File: src/alu_pkg.sv
`default_nettype none

package alu_pkg;

    // slice commands, the bit pattern is {carry_in, b_inv, carry_disable, mux_sel}
    typedef enum logic [4:0] {
        cmd_add   = 5'b00000, // also a left shift when a equals b
        cmd_sub   = 5'b11000, // a + ~b + 1, carry out set means no borrow
        cmd_xor   = 5'b00100,
        cmd_xnor  = 5'b01100, // gives not b when a is 0
        cmd_comp  = 5'b01000, // a - b - 1, carry out set means a > b when a != b
        cmd_and   = 5'b00101,
        cmd_or    = 5'b00110,
        cmd_rshft = 5'b00111  // b moves right by one, a is ignored
    } alu_cmd_e;

    typedef struct packed {
        logic       carry_in;      // carry into the lowest bit
        logic       b_inv;         // second operand is inverted
        logic       carry_disable; // carry is kept out of the result
        logic [1:0] mux_sel;       // logic function picked in each bit cell
    } alu_ctrl_bits_t;

    typedef union packed {
        alu_cmd_e       cmd;
        alu_ctrl_bits_t bits;
    } alu_ctrl_t;

    // opcodes accepted on the request stream
    typedef enum logic [3:0] {
        op_add  = 4'd0,
        op_adc  = 4'd1,
        op_sub  = 4'd2,
        op_sbc  = 4'd3,
        op_cmp  = 4'd4,
        op_and  = 4'd5,
        op_or   = 4'd6,
        op_xor  = 4'd7,
        op_xnor = 4'd8,
        op_shr  = 4'd9,
        op_rrc  = 4'd10
    } alu_op_e;

    typedef struct packed {
        logic carry;
        logic zero;
    } alu_flags_t;

endpackage

`default_nettype wire

File: src/alu_bit_cell.sv
`default_nettype none

module alu_bit_cell (
    input  logic                     a,
    input  logic                     b,
    input  logic                     carry_in,
    input  logic                     direct_in, // passed straight to res in shift mode
    input  alu_pkg::alu_ctrl_bits_t  ctrl,
    output logic                     res,
    output logic                     gen,
    output logic                     prop,
    output logic                     b_eff
);

    logic carry;
    logic func;

    assign b_eff = b ^ ctrl.b_inv;                   // b as the adder sees it
    assign carry = carry_in & ~ctrl.carry_disable;

    assign gen  = a & b_eff;
    assign prop = a | b_eff;

    // gen and prop already carry and, or and xor, so one small mux covers all functions
    always_comb begin
        case (ctrl.mux_sel)
            2'b00:   func = ~gen & prop;  // a xor b_eff
            2'b01:   func = gen;
            2'b10:   func = prop;
            default: func = direct_in;
        endcase
    end

    assign res = func ^ carry;

endmodule

`default_nettype wire

File: src/alu_slice.sv
`default_nettype none

module alu_slice (
    input  logic               [3:0] a,
    input  logic               [3:0] b,
    input  alu_pkg::alu_ctrl_t       ctrl,
    input  logic                     carry_in,  // also the fill bit in shift mode
    output logic               [3:0] res,
    output logic                     carry_out
);

    logic [3:0] gen;
    logic [3:0] prop;
    logic [4:0] b_eff;  // bit 4 is the bit entering from the left
    logic [4:0] c;

    assign b_eff[4] = carry_in;
    assign c[0]     = carry_in;

    for (genvar i = 0; i < 4; i++) begin : g_cell
        alu_bit_cell u_cell (
            .a         (a[i]),
            .b         (b[i]),
            .carry_in  (c[i]),
            .direct_in (b_eff[i+1]),
            .ctrl      (ctrl.bits),
            .res       (res[i]),
            .gen       (gen[i]),
            .prop      (prop[i]),
            .b_eff     (b_eff[i])
        );
    end

    // every carry is two gate levels from gen and prop, nothing ripples inside the slice
    assign c[1] = gen[0] | (c[0] & prop[0]);

    assign c[2] = gen[1]
                | (gen[0] & prop[1])
                | (c[0] & prop[0] & prop[1]);

    assign c[3] = gen[2]
                | (gen[1] & prop[2])
                | (gen[0] & prop[1] & prop[2])
                | (c[0] & prop[0] & prop[1] & prop[2]);

    assign c[4] = gen[3]
                | (gen[2] & prop[3])
                | (gen[1] & prop[2] & prop[3])
                | (gen[0] & prop[1] & prop[2] & prop[3])
                | (c[0] & prop[0] & prop[1] & prop[2] & prop[3]);

    assign carry_out = c[4];

endmodule

`default_nettype wire

File: src/alu_word.sv
`default_nettype none

module alu_word #(
    parameter int WIDTH = 16  // must be a multiple of 4
) (
    input  logic               [WIDTH-1:0] a,
    input  logic               [WIDTH-1:0] b,
    input  alu_pkg::alu_ctrl_t             ctrl,
    input  logic                           carry_in,
    input  logic                           fill,   // bit shifted in at the top
    output logic               [WIDTH-1:0] result,
    output alu_pkg::alu_flags_t            flags
);

    import alu_pkg::*;

    localparam int NUM_SLICES = WIDTH / 4;

    logic is_shift;
    logic top_carry;

    assign is_shift = (ctrl.cmd == cmd_rshft);

    for (genvar i = 0; i < NUM_SLICES; i++) begin : g_slice
        logic arith_cin;
        logic shift_cin;
        logic cin;
        logic cout;

        if (i == 0) begin : g_first
            assign arith_cin = carry_in;
        end else begin : g_next
            assign arith_cin = g_slice[i-1].cout;  // carry ripples between slices
        end

        if (i == NUM_SLICES - 1) begin : g_top
            assign shift_cin = fill;
        end else begin : g_below
            assign shift_cin = b[4*i+4];           // lowest b bit of the slice above
        end

        assign cin = is_shift ? shift_cin : arith_cin;

        alu_slice u_slice (
            .a         (a[4*i+3 -: 4]),
            .b         (b[4*i+3 -: 4]),
            .ctrl      (ctrl),
            .carry_in  (cin),
            .res       (result[4*i+3 -: 4]),
            .carry_out (cout)
        );
    end

    assign top_carry = g_slice[NUM_SLICES-1].cout;

    // logic ops get the old carry on carry_in and hand it back unchanged
    always_comb begin
        if (is_shift) begin
            flags.carry = b[0];  // bit shifted out at the bottom
        end else if (ctrl.bits.carry_disable) begin
            flags.carry = carry_in;
        end else begin
            flags.carry = top_carry;
        end
        flags.zero = (result == '0);
    end

endmodule

`default_nettype wire

File: src/alu_op_decode.sv
`default_nettype none

module alu_op_decode (
    input  alu_pkg::alu_op_e   op,
    input  logic               carry_flag,   // stored carry from earlier requests
    output alu_pkg::alu_ctrl_t ctrl,
    output logic               carry_in,
    output logic               fill,
    output logic               carry_update
);

    import alu_pkg::*;

    logic use_stored;  // carry_in comes from the stored carry

    always_comb begin
        ctrl.cmd     = cmd_add;
        use_stored   = 1'b0;
        fill         = 1'b0;
        carry_update = 1'b1;
        case (op)
            op_add: ctrl.cmd = cmd_add;
            op_adc: begin
                ctrl.cmd   = cmd_add;
                use_stored = 1'b1;
            end
            op_sub: ctrl.cmd = cmd_sub;
            op_sbc: begin
                ctrl.cmd   = cmd_sub;
                use_stored = 1'b1;                   // stored carry 0 means borrow one
            end
            op_cmp: ctrl.cmd = cmd_comp;
            op_and, op_or, op_xor, op_xnor: begin
                case (op)
                    op_and:  ctrl.cmd = cmd_and;
                    op_or:   ctrl.cmd = cmd_or;
                    op_xor:  ctrl.cmd = cmd_xor;
                    default: ctrl.cmd = cmd_xnor;
                endcase
                use_stored   = 1'b1;                 // word passes it back as the carry flag
                carry_update = 1'b0;
            end
            op_shr: ctrl.cmd = cmd_rshft;
            op_rrc: begin
                ctrl.cmd = cmd_rshft;
                fill     = carry_flag;               // rotate through the carry
            end
            default: carry_update = 1'b0;            // unused codes add but keep the carry
        endcase
        carry_in = use_stored ? carry_flag : ctrl.bits.carry_in;
    end

endmodule

`default_nettype wire

File: src/alu_flag_reg.sv
`default_nettype none

module alu_flag_reg (
    input  logic                clk,
    input  logic                rst,
    input  logic                load,          // a request is accepted this cycle
    input  logic                carry_update,
    input  alu_pkg::alu_flags_t new_flags,
    output alu_pkg::alu_flags_t flags
);

    always_ff @(posedge clk) begin
        if (rst) begin
            flags <= '0;
        end else if (load) begin
            flags.zero <= new_flags.zero;
            if (carry_update) begin
                flags.carry <= new_flags.carry;  // logic ops keep the old carry
            end
        end
    end

endmodule

`default_nettype wire

File: src/alu_out_stage.sv
`default_nettype none

module alu_out_stage #(
    parameter int WIDTH = 16
) (
    input  logic                            clk,
    input  logic                            rst,
    input  logic                            in_valid,
    output logic                            in_ready,
    input  logic                [WIDTH-1:0] result,
    input  alu_pkg::alu_flags_t             flags,
    output logic                            out_valid,
    input  logic                            out_ready,
    output logic                [WIDTH-1:0] out_result,
    output alu_pkg::alu_flags_t             out_flags,
    output logic                            accept      // tells the flag register to load
);

    // a new request may enter when the slot is empty or drains this cycle
    assign in_ready = ~out_valid | out_ready;
    assign accept   = in_valid & in_ready;

    always_ff @(posedge clk) begin
        if (rst) begin
            out_valid <= 1'b0;
        end else if (accept) begin
            out_valid <= 1'b1;
        end else if (out_ready) begin
            out_valid <= 1'b0;
        end
    end

    always_ff @(posedge clk) begin
        if (accept) begin
            out_result <= result;
            out_flags  <= flags;
        end
    end

endmodule

`default_nettype wire

File: src/alu_unit.sv
`default_nettype none

module alu_unit #(
    parameter int WIDTH = 16
) (
    input  logic                            clk,
    input  logic                            rst,
    input  logic                            in_valid,
    output logic                            in_ready,
    input  alu_pkg::alu_op_e                in_op,
    input  logic                [WIDTH-1:0] in_a,
    input  logic                [WIDTH-1:0] in_b,
    output logic                            out_valid,
    input  logic                            out_ready,
    output logic                [WIDTH-1:0] out_result,
    output alu_pkg::alu_flags_t             out_flags
);

    import alu_pkg::*;

    alu_ctrl_t        ctrl;
    logic             carry_in;
    logic             fill;
    logic             carry_update;
    logic [WIDTH-1:0] result;
    alu_flags_t       new_flags;
    alu_flags_t       stored_flags;  // flags seen by the next request
    logic             accept;

    alu_op_decode u_decode (
        .op           (in_op),
        .carry_flag   (stored_flags.carry),
        .ctrl         (ctrl),
        .carry_in     (carry_in),
        .fill         (fill),
        .carry_update (carry_update)
    );

    alu_word #(
        .WIDTH (WIDTH)
    ) u_word (
        .a        (in_a),
        .b        (in_b),
        .ctrl     (ctrl),
        .carry_in (carry_in),
        .fill     (fill),
        .result   (result),
        .flags    (new_flags)
    );

    alu_flag_reg u_flags (
        .clk          (clk),
        .rst          (rst),
        .load         (accept),
        .carry_update (carry_update),
        .new_flags    (new_flags),
        .flags        (stored_flags)
    );

    alu_out_stage #(
        .WIDTH (WIDTH)
    ) u_out (
        .clk        (clk),
        .rst        (rst),
        .in_valid   (in_valid),
        .in_ready   (in_ready),
        .result     (result),
        .flags      (new_flags),
        .out_valid  (out_valid),
        .out_ready  (out_ready),
        .out_result (out_result),
        .out_flags  (out_flags),
        .accept     (accept)
    );

endmodule

`default_nettype wire

File: config.mk
export PLATFORM = sky130hd
export DESIGN_NAME = alu_unit
export DESIGN_NICKNAME = d
export VERILOG_FILES = /design/src/alu_pkg.sv /design/src/alu_bit_cell.sv /design/src/alu_slice.sv /design/src/alu_word.sv /design/src/alu_op_decode.sv /design/src/alu_flag_reg.sv /design/src/alu_out_stage.sv /design/src/alu_unit.sv
export SDC_FILE = /design/constraint.sdc
export NUM_CORES = 1
export LEC_CHECK = 0
export ABC_CLOCK_PERIOD_IN_PS = 8600
export BUFFER_PORTS_ARGS = -buffer_cell sky130_fd_sc_hd__buf_4
export CAP_MARGIN = 20
export CORE_MARGIN = 2
export CORE_UTILIZATION = 50
export CTS_CLUSTER_DIAMETER = 120
export CTS_CLUSTER_SIZE = 16
export DETAILED_ROUTE_END_ITERATION = 16
export PLACE_DENSITY = 0.81
export SLEW_MARGIN = 10
export SYNTH_ARGS = -nofsm -noshare
export SYNTH_HDL_FRONTEND = slang
export SYNTH_SLANG_ARGS = --single-unit
File: constraint.sdc
create_clock -name clk -period 8.6 [get_ports clk]
set_clock_uncertainty 0.1 [all_clocks]
set_input_delay 0.86 -clock clk [delete_from_list [all_inputs] [get_ports clk]]
set_output_delay 0.86 -clock clk [all_outputs]
set_load 0.005 [all_outputs]
==> results by group, run 1 <==
Die
  • Die width: 78.4 um
  • Top Ports: 60
  • Die area: 6150 sq um
  • Row cnt: 27
  • Core Area: 5440 sq um
  • Initial core utilization: 0.509
  • Die Ht: 78.4 um

Finish
  • Final Util: 0.602
  • Syn-to-layout area delta: 18.2%
  • Final layout net count: 454
  • Layout cells sized above 1: 0.215
  • Antenna diodes: 0
  • Commonest non-fill, non-tap cell in the layout: buf_4
  • Leading cell types in the layout, fill and taps excluded: buf_4, inv_1, ha_1, a21oi_1, nor2_1

Routing
  • Routed len/inst: 15.5 um
  • Via count: 2625
  • Drt pass-1 iters: 5
  • Drc violations: 0
  • DRT iter0 DRCs: 133
  • ANT nets after route: 0
  • Total routed wirelength: 7.01 mm
  • Average vias per placed instance: 5.79

Yosys
  • Netlist Area Pre-Place: 2770 sq um
  • Gate Count Post-Synth: 329
  • Most common flop cell mapped by yosys: edfxtp_1
  • YS warnings: 0
  • Register area share after synthesis: 0.210
  • EDFF count, synth: 18
  • Flops & latches, synth: 20
  • Syn avg cell area: 8.42 sq um
  • Post-synth ARST share: 0
  • Cell variety after synth: 64
  • Syn_nets: 401

GRT
  • GRT Total Usage: 0.230
  • First-pass GRT wire length: 11.4 mm
  • Largest net degree at the start of global routing: 20
  • Initial antenna violation count: 0
  • Total gr overflow: 0
  • Vias in the first global route: 2412

Critical path
  • Critical path's slowest cell: a2bb2oi_4
  • Ordered list of cells on the worst path: buf_4 > nor2_2 > mux2i_1 > a2bb2oi_4 > xnor2_1 > inv_1 > ha_1 > nand2b_1 > a21oi_1 > o31a_1 > nor4b_1 > a211oi_1 > o211a_1 > or3_1 > nor2_1 > nor4b_2
  • Crit path kind: in -> reg
  • CP Max Fanout: 16
  • Setup crit end kind: register
  • CP startpoint kind: input port
  • Max incr delay on CP: 0.59 ns
  • Buf/Inv on CP: 2
  • Crit path max-delay family: compound AO/OA/AOI/OAI gates
  • Arr. time, crit path: 4.59 ns
  • Worst EP required: 8.59 ns

Clocking
  • Clock sinks: 20
  • Cts bufs inserted: 3
  • CTS tree: yes
  • Root Buffer: clkbuf_8
  • Hold_buf cts: 0
  • Worst skew pair latency: 0.25 ns
  • Cts repair resizes: 0
  • Clock transition at the registers of the reported paths: 0.06 ns
  • Clk buf depth: 2
  • Post-CTS Repair Setup Buffers: 0
  • Clock H-tree levels: 1

Place
  • PortBufs: 59
  • Gpl congestion: 0.918
  • HPWL Detailed: 5.62 mm

Timing
  • Slew Viols, Final: 0
  • Achievable clock frequency: 217 MHz
  • Fin crit period: 4.60 ns
  • Total negative setup slack: 0 ns
  • Unrepaired setup endpoints after global routing: no
  • Worst-margin pin slew: 0.847 ns
  • Final setup viols: 0
  • Fin crit share: 0.535
  • Slew headroom: 0.435
  • Final count of hold timing violations: 0

Pwr
  • Max VDD drop: 0.0000782 V
  • Power Dens Cells: 134 nW/um^2
  • LEAKAGE: 1.46 nW

Hold path
  • HP Class: reg -> reg

Flow run
  • Maxcap violations: 0

Run status
  • Status: complete, no violations
-- worst min-delay path, cell delays in order, from the launching register on --
cell and delay, ns:
dfxtp_1 0.31, nand2b_1 0.10, a21oi_1 0.07
-- kinds of logic after synthesis --
kind of cell               Yosys count  share of synthesized area
DFF                                 20                      0.210
adders and majority gates           32                      0.145
muxes                                2                    0.00723
and+or+nand+nor                     92                      0.179
AOI/OAI and AO/OA                  102                      0.279
buffers and inverters               53                     0.0849
xor gates and xnor gates            28                     0.0953
-- final timing paths --
path              cells after the start  slack (ns)                            to                          start
setup reg to reg                      9        5.77  u_out.out_flags[0]$_DFFE_PP_  u_flags.flags[1]$_SDFFE_PP0P_
hold / removal                        2        0.42  u_out.out_valid$_SDFFE_PP0P_   u_out.out_valid$_SDFFE_PP0P_
setup / recovery                     16        4.00  u_out.out_flags[0]$_DFFE_PP_                       in_op[0]
hold reg to reg                       2        0.42  u_out.out_valid$_SDFFE_PP0P_   u_out.out_valid$_SDFFE_PP0P_
-- sequential cells by signal, summed over array words and instances (netlist names) --
name              flops
u_flags.flags         1
u_out.out_flags       2
u_out.out_result     16
u_out.out_valid       1
-- stage by stage --
stage | hold slack (ns) | instance area [sq um] | power (mW) | setup WS [ns] | instances
after CTS | 0.423 | 3270 | 0.439 | 4.01 | 453
after global placement | 0.404 | 3230 | 0.374 | 3.86 | 449
after global routing | 0.442 | 3270 | 0.471 | 3.59 | 453
after floorplan | 0.416 | 2770 | 0.301 | 4.01 | 329
final | 0.419 | 3270 | 0.440 | 4.00 | 453
after detailed placement | 0.414 | 3230 | 0.380 | 3.76 | 449
-- synth_stat cells (all sizes together), types with 2 or more instances --
master	n	area share
nand2	24	0.033
clkbuf	4	0.0054
ha	32	0.14
nand4b	3	0.0095
o21ai	19	0.036
mux2i	2	0.0072
xnor2	23	0.073
a211oi	4	0.011
a211o	3	0.0095
a21o	3	0.0081
o211ai	5	0.019
and3	2	0.0045
or3	3	0.0068
nor2	25	0.035
nand3	2	0.0036
nor4b	3	0.014
nor3b	3	0.0099
o21a	2	0.0054
a21oi	27	0.049
a2bb2oi	3	0.020
a221o	2	0.0072
xor2	5	0.023
a311oi	2	0.0063
and2	5	0.012
a22oi	10	0.027
a221oi	6	0.019
edfxtp	18	0.20
buf	8	0.024
inv	41	0.056
nor2b	6	0.014
dfxtp	2	0.014
o211a	2	0.0072
nor3	4	0.0072
o31a	3	0.013
nand2b	8	0.018
-- area by class of cell --
| type | count | area, sq um |
|---|---|---|
| Fill cell | 487 | 2160 |
| Clock buffer | 4 | 45.0 |
| Inverter | 41 | 154 |
| Timing Repair Buffer | 60 | 450 |
| Sequential cell | 20 | 581 |
| Tap cell | 72 | 90.1 |
| Multi-Input combinational cell | 256 | 1950 |
-- routing by layer --
layer / share of wire / track usage / vias up
li1: - / - / 1282
met1: 0.45 / 0.324 / 1210
met2: 0.45 / 0.377 / 121
met3: 0.080 / 0.0264 / 12
met4: 0.014 / 0.0561 / 0
met5: 0 / 0 / -
-- power by group --
group | total, mW | internal (mW) | switching, mW
logic | 0.246 | 0.113 | 0.133
clock network | 0.0589 | 0.0329 | 0.0260
registers | 0.135 | 0.131 | 0.00443
(Power assumes the default switching activity.)
==> inputs of run 2 (changes only) <==
--- a/config.mk
+++ b/config.mk
@@ -5,7 +5,7 @@
 export SDC_FILE = /design/constraint.sdc
 export NUM_CORES = 1
 export LEC_CHECK = 0
-export ABC_CLOCK_PERIOD_IN_PS = 8600
+export ABC_CLOCK_PERIOD_IN_PS = 4700
 export BUFFER_PORTS_ARGS = -buffer_cell sky130_fd_sc_hd__buf_4
 export CAP_MARGIN = 20
 export CORE_MARGIN = 2
==> constraint.sdc (replaced) <==
create_clock -name clk -period 4.7 [get_ports clk]
set_clock_uncertainty 0.1 [all_clocks]
set_input_delay 0.47 -clock clk [delete_from_list [all_inputs] [get_ports clk]]
set_output_delay 0.47 -clock clk [all_outputs]
set_load 0.005 [all_outputs]
==> run 2 against run 1 <==
Compared with the run above:
- worst hold slack lost 0.13 ns
- sequential cell count is the same
- die area stayed put
- total power rose by 82%
- clock-buffer cell count shrank 1
- clock power up 77%
==> results by group, run 2 (synthesized netlist as in run 1, its figures left out) <==
Run status
  • Status: complete, no violations (unchanged)

Timing
  • Final setup viols: 0 (unchanged)
  • Slew Viols, Final: 0 (unchanged)
  • Slew headroom: 0.417 (was 0.435)
  • Unrepaired setup endpoints after global routing: no (unchanged)
  • Achievable clock frequency: 244 MHz
  • Final count of hold timing violations: 0 (unchanged)
  • Fin crit share: 0.872
  • Fin crit period: 4.10 ns
  • Total negative setup slack: 0 ns (unchanged)
  • Worst-margin pin slew: 0.865 ns (was 0.847 ns)

Finish
  • # fillers: 502 (was 487)
  • Largest register by flop count: u_out.out_result (unchanged)
  • Leading cell types in the layout, fill and taps excluded: buf_4, inv_1, ha_1, a21oi_1, nor2_1 (unchanged)
  • Biggest regs: u_out.out_result x16, u_out.out_flags x2 (unchanged)
  • Register Area: 581 sq um (unchanged)
  • Max FFs per register: 16 (unchanged)
  • Layout cells sized above 1: 0.219 (was 0.215)
  • Final Util: 0.605 (was 0.602)
  • Commonest non-fill, non-tap cell in the layout: buf_4 (unchanged)
  • Final layout net count: 456 (was 454)
  • Antenna diodes: 0 (unchanged)
  • Multi-input logic area: 1950 sq um (unchanged)
  • Syn-to-layout area delta: 18.7% (was 18.2%)

Pwr
  • Sw Share: 0.371 (about the same)
  • Max VDD drop: 0.000134 V (was 0.0000782 V)
  • LEAKAGE: 1.46 nW (about the same)
  • Int Pwr: 505 uW (was 276 uW)
  • Combinational power share: 0.562 (was 0.559)
  • Power Dens Cells: 244 nW/um^2 (was 134 nW/um^2)
  • P_sw: 297 uW (was 163 uW)
  • Seq pwr share: 0.308 (was 0.307)
  • Clock power frac: 0.130 (was 0.134)
  • Total Power: 802 uW (was 440 uW)

Flow run
  • Maxcap violations: 0 (unchanged)

Routing
  • Routed len/inst: 15.1 um (was 15.5 um)
  • Total routed wirelength: 6.85 mm (was 7.01 mm)
  • Average vias per placed instance: 5.78 (was 5.79)
  • DRT iter0 DRCs: 222 (was 133)
  • Via count: 2629 (was 2625)
  • Drt pass-1 iters: 5 (unchanged)
  • ANT nets after route: 0 (unchanged)
  • Drc violations: 0 (unchanged)

Clocking
  • Clock H-tree levels: 1 (unchanged)
  • Clk buf depth: 2 (unchanged)
  • Cts repair resizes: 0 (unchanged)
  • Post-CTS Repair Setup Buffers: 0 (unchanged)
  • Clock sinks: 20 (unchanged)
  • Clock transition at the registers of the reported paths: 0.06 ns (about the same)
  • Hold_buf cts: 0 (unchanged)
  • CTS tree: yes (unchanged)
  • Worst skew pair latency: 0.25 ns (about the same)
  • Cts bufs inserted: 3 (unchanged)
  • Root Buffer: clkbuf_8 (unchanged)

Critical path
  • Setup crit end kind: register (unchanged)
  • Worst R2R End: u_out.out_flags[0]$_DFFE_PP_ (unchanged)
  • Critical path's slowest cell: nor2b_1 (was a2bb2oi_4)
  • Max incr delay on CP: 0.57 ns (was 0.59 ns)
  • Worst EP required: 4.68 ns (was 8.59 ns)
  • Register-to-register setup slack: 1.90 ns (was 5.77 ns)
  • Crit path kind: in -> reg (unchanged)
  • Ordered list of cells on the worst path: buf_4 > nor2b_1 > a2bb2oi_4 > xnor2_1 > inv_1 > ha_1 > nand2b_1 > a21oi_1 > o31a_1 > o21a_1 > or3_1 > a221o_1 > nor4b_2 > nand4b_1 > nor4b_2 (was buf_4 > nor2_2 > mux2i_1 > a2bb2oi_4 > xnor2_1 > inv_1 > ha_1 > nand2b_1 > a21oi_1 > o31a_1 > nor4b_1 > a211oi_1 > o211a_1 > or3_1 > nor2_1 > nor4b_2)
  • CP startpoint kind: input port (unchanged)
  • Reg-to-reg startpoint: u_flags.flags[1]$_SDFFE_PP0P_ (unchanged)
  • Arr. time, crit path: 4.08 ns (was 4.59 ns)
  • Reg2reg path depth: 9 (unchanged)
  • CP Max Fanout: 15 (was 16)
  • Most common cell on crit path: nor4b_2

Die
  • Die area: 6150 sq um (unchanged)
  • Core Area: 5440 sq um (unchanged)
  • Row cnt: 27 (unchanged)
  • Die width: 78.4 um (unchanged)
  • Initial core utilization: 0.509 (unchanged)
  • Top Ports: 60 (unchanged)
  • Die Ht: 78.4 um (unchanged)

GRT
  • Vias in the first global route: 2307 (was 2412)
  • Total gr overflow: 0 (unchanged)
  • GRT Total Usage: 0.227 (was 0.230)
  • Largest net degree at the start of global routing: 20 (unchanged)
  • Initial antenna violation count: 0 (unchanged)
  • First-pass GRT wire length: 11.1 mm (was 11.4 mm)

Place
  • PortBufs: 59 (unchanged)
  • Gpl congestion: 0.940 (was 0.918)
  • HPWL Detailed: 5.54 mm (was 5.62 mm)

Hold path
  • Hold Crit Start: rst (was u_out.out_valid$_SDFFE_PP0P_)
  • Hold path depth: 2 (unchanged)
  • Worst hold endpoint: u_out.out_valid$_SDFFE_PP0P_ (unchanged)
  • HP Class: in -> reg (was reg -> reg)
==> run 2: changes by cell type in the layout (fill, tap and decap cells not counted) <==
cell      previous run  this run
buf_4               60        62
clkbuf_1             1         0
clkinv_1             0         1
==> run 2: cell type report <==
type	count	area share
clock buffers	3	0.0126
clock inverters	1	0.00114
inverters	41	0.0468
multi-input cells	256	0.594
flip-flops and latches	20	0.176
well taps	72	0.0274
repair buffers	62	0.141
==> run 2: metrics by stage <==
stage	hold WS, ns	area, sq um	std cells	setup slack, ns
finish	0.286	3290	455	0.600
detailed placement	0.417	3240	451	0.376
CTS	0.285	3290	455	0.626
global placement	0.402	3240	451	0.501
floorplan	0.416	2770	329	0.500
global route	0.282	3290	455	0.319
==> run 2: worst max path at each step <==
stage | cells after the start | to | start
detailed placement | 15 | u_out.out_flags[0]$_DFFE_PP_ | in_op[3]
global placement | 15 | u_out.out_flags[0]$_DFFE_PP_ | in_op[3]
floorplan | 16 | u_out.out_flags[0]$_DFFE_PP_ | in_op[2]
CTS | 15 | u_out.out_flags[0]$_DFFE_PP_ | in_op[3]
finish | 15 | u_out.out_flags[0]$_DFFE_PP_ | in_op[3]
global route | 14 | u_out.out_flags[0]$_DFFE_PP_ | in_op[3]
==> run 2: per-layer routing <==
metal  vias up  share of wire  track usage
met2       134           0.46        0.358
met3        11          0.085       0.0230
met1      1197           0.45        0.332
li1       1287              -            -
met4         0          0.012       0.0579
met5         -              0            0
==> run 2: worst max-delay path, delay by kind of cell <==
kind / cells / cell delay (ns)
xor+xnor: 1 / 0.20
compound gates: 5 / 1.15
buf+inv: 2 / 0.24
simple gates: 6 / 1.70
fa+ha+maj: 1 / 0.29
==> run 2: power by group through the flow <==
| stage | Clock [mW] | Sequential (mW) | Combinational (mW) |
|---|---|---|---|
| after global routing | 0.113 | 0.251 | 0.496 |
| after global placement | 0 | 0.251 | 0.436 |
| after detailed placement | 0 | 0.252 | 0.444 |
| final | 0.104 | 0.247 | 0.451 |
| after CTS | 0.107 | 0.248 | 0.446 |
| after floorplan | 0 | 0.255 | 0.296 |
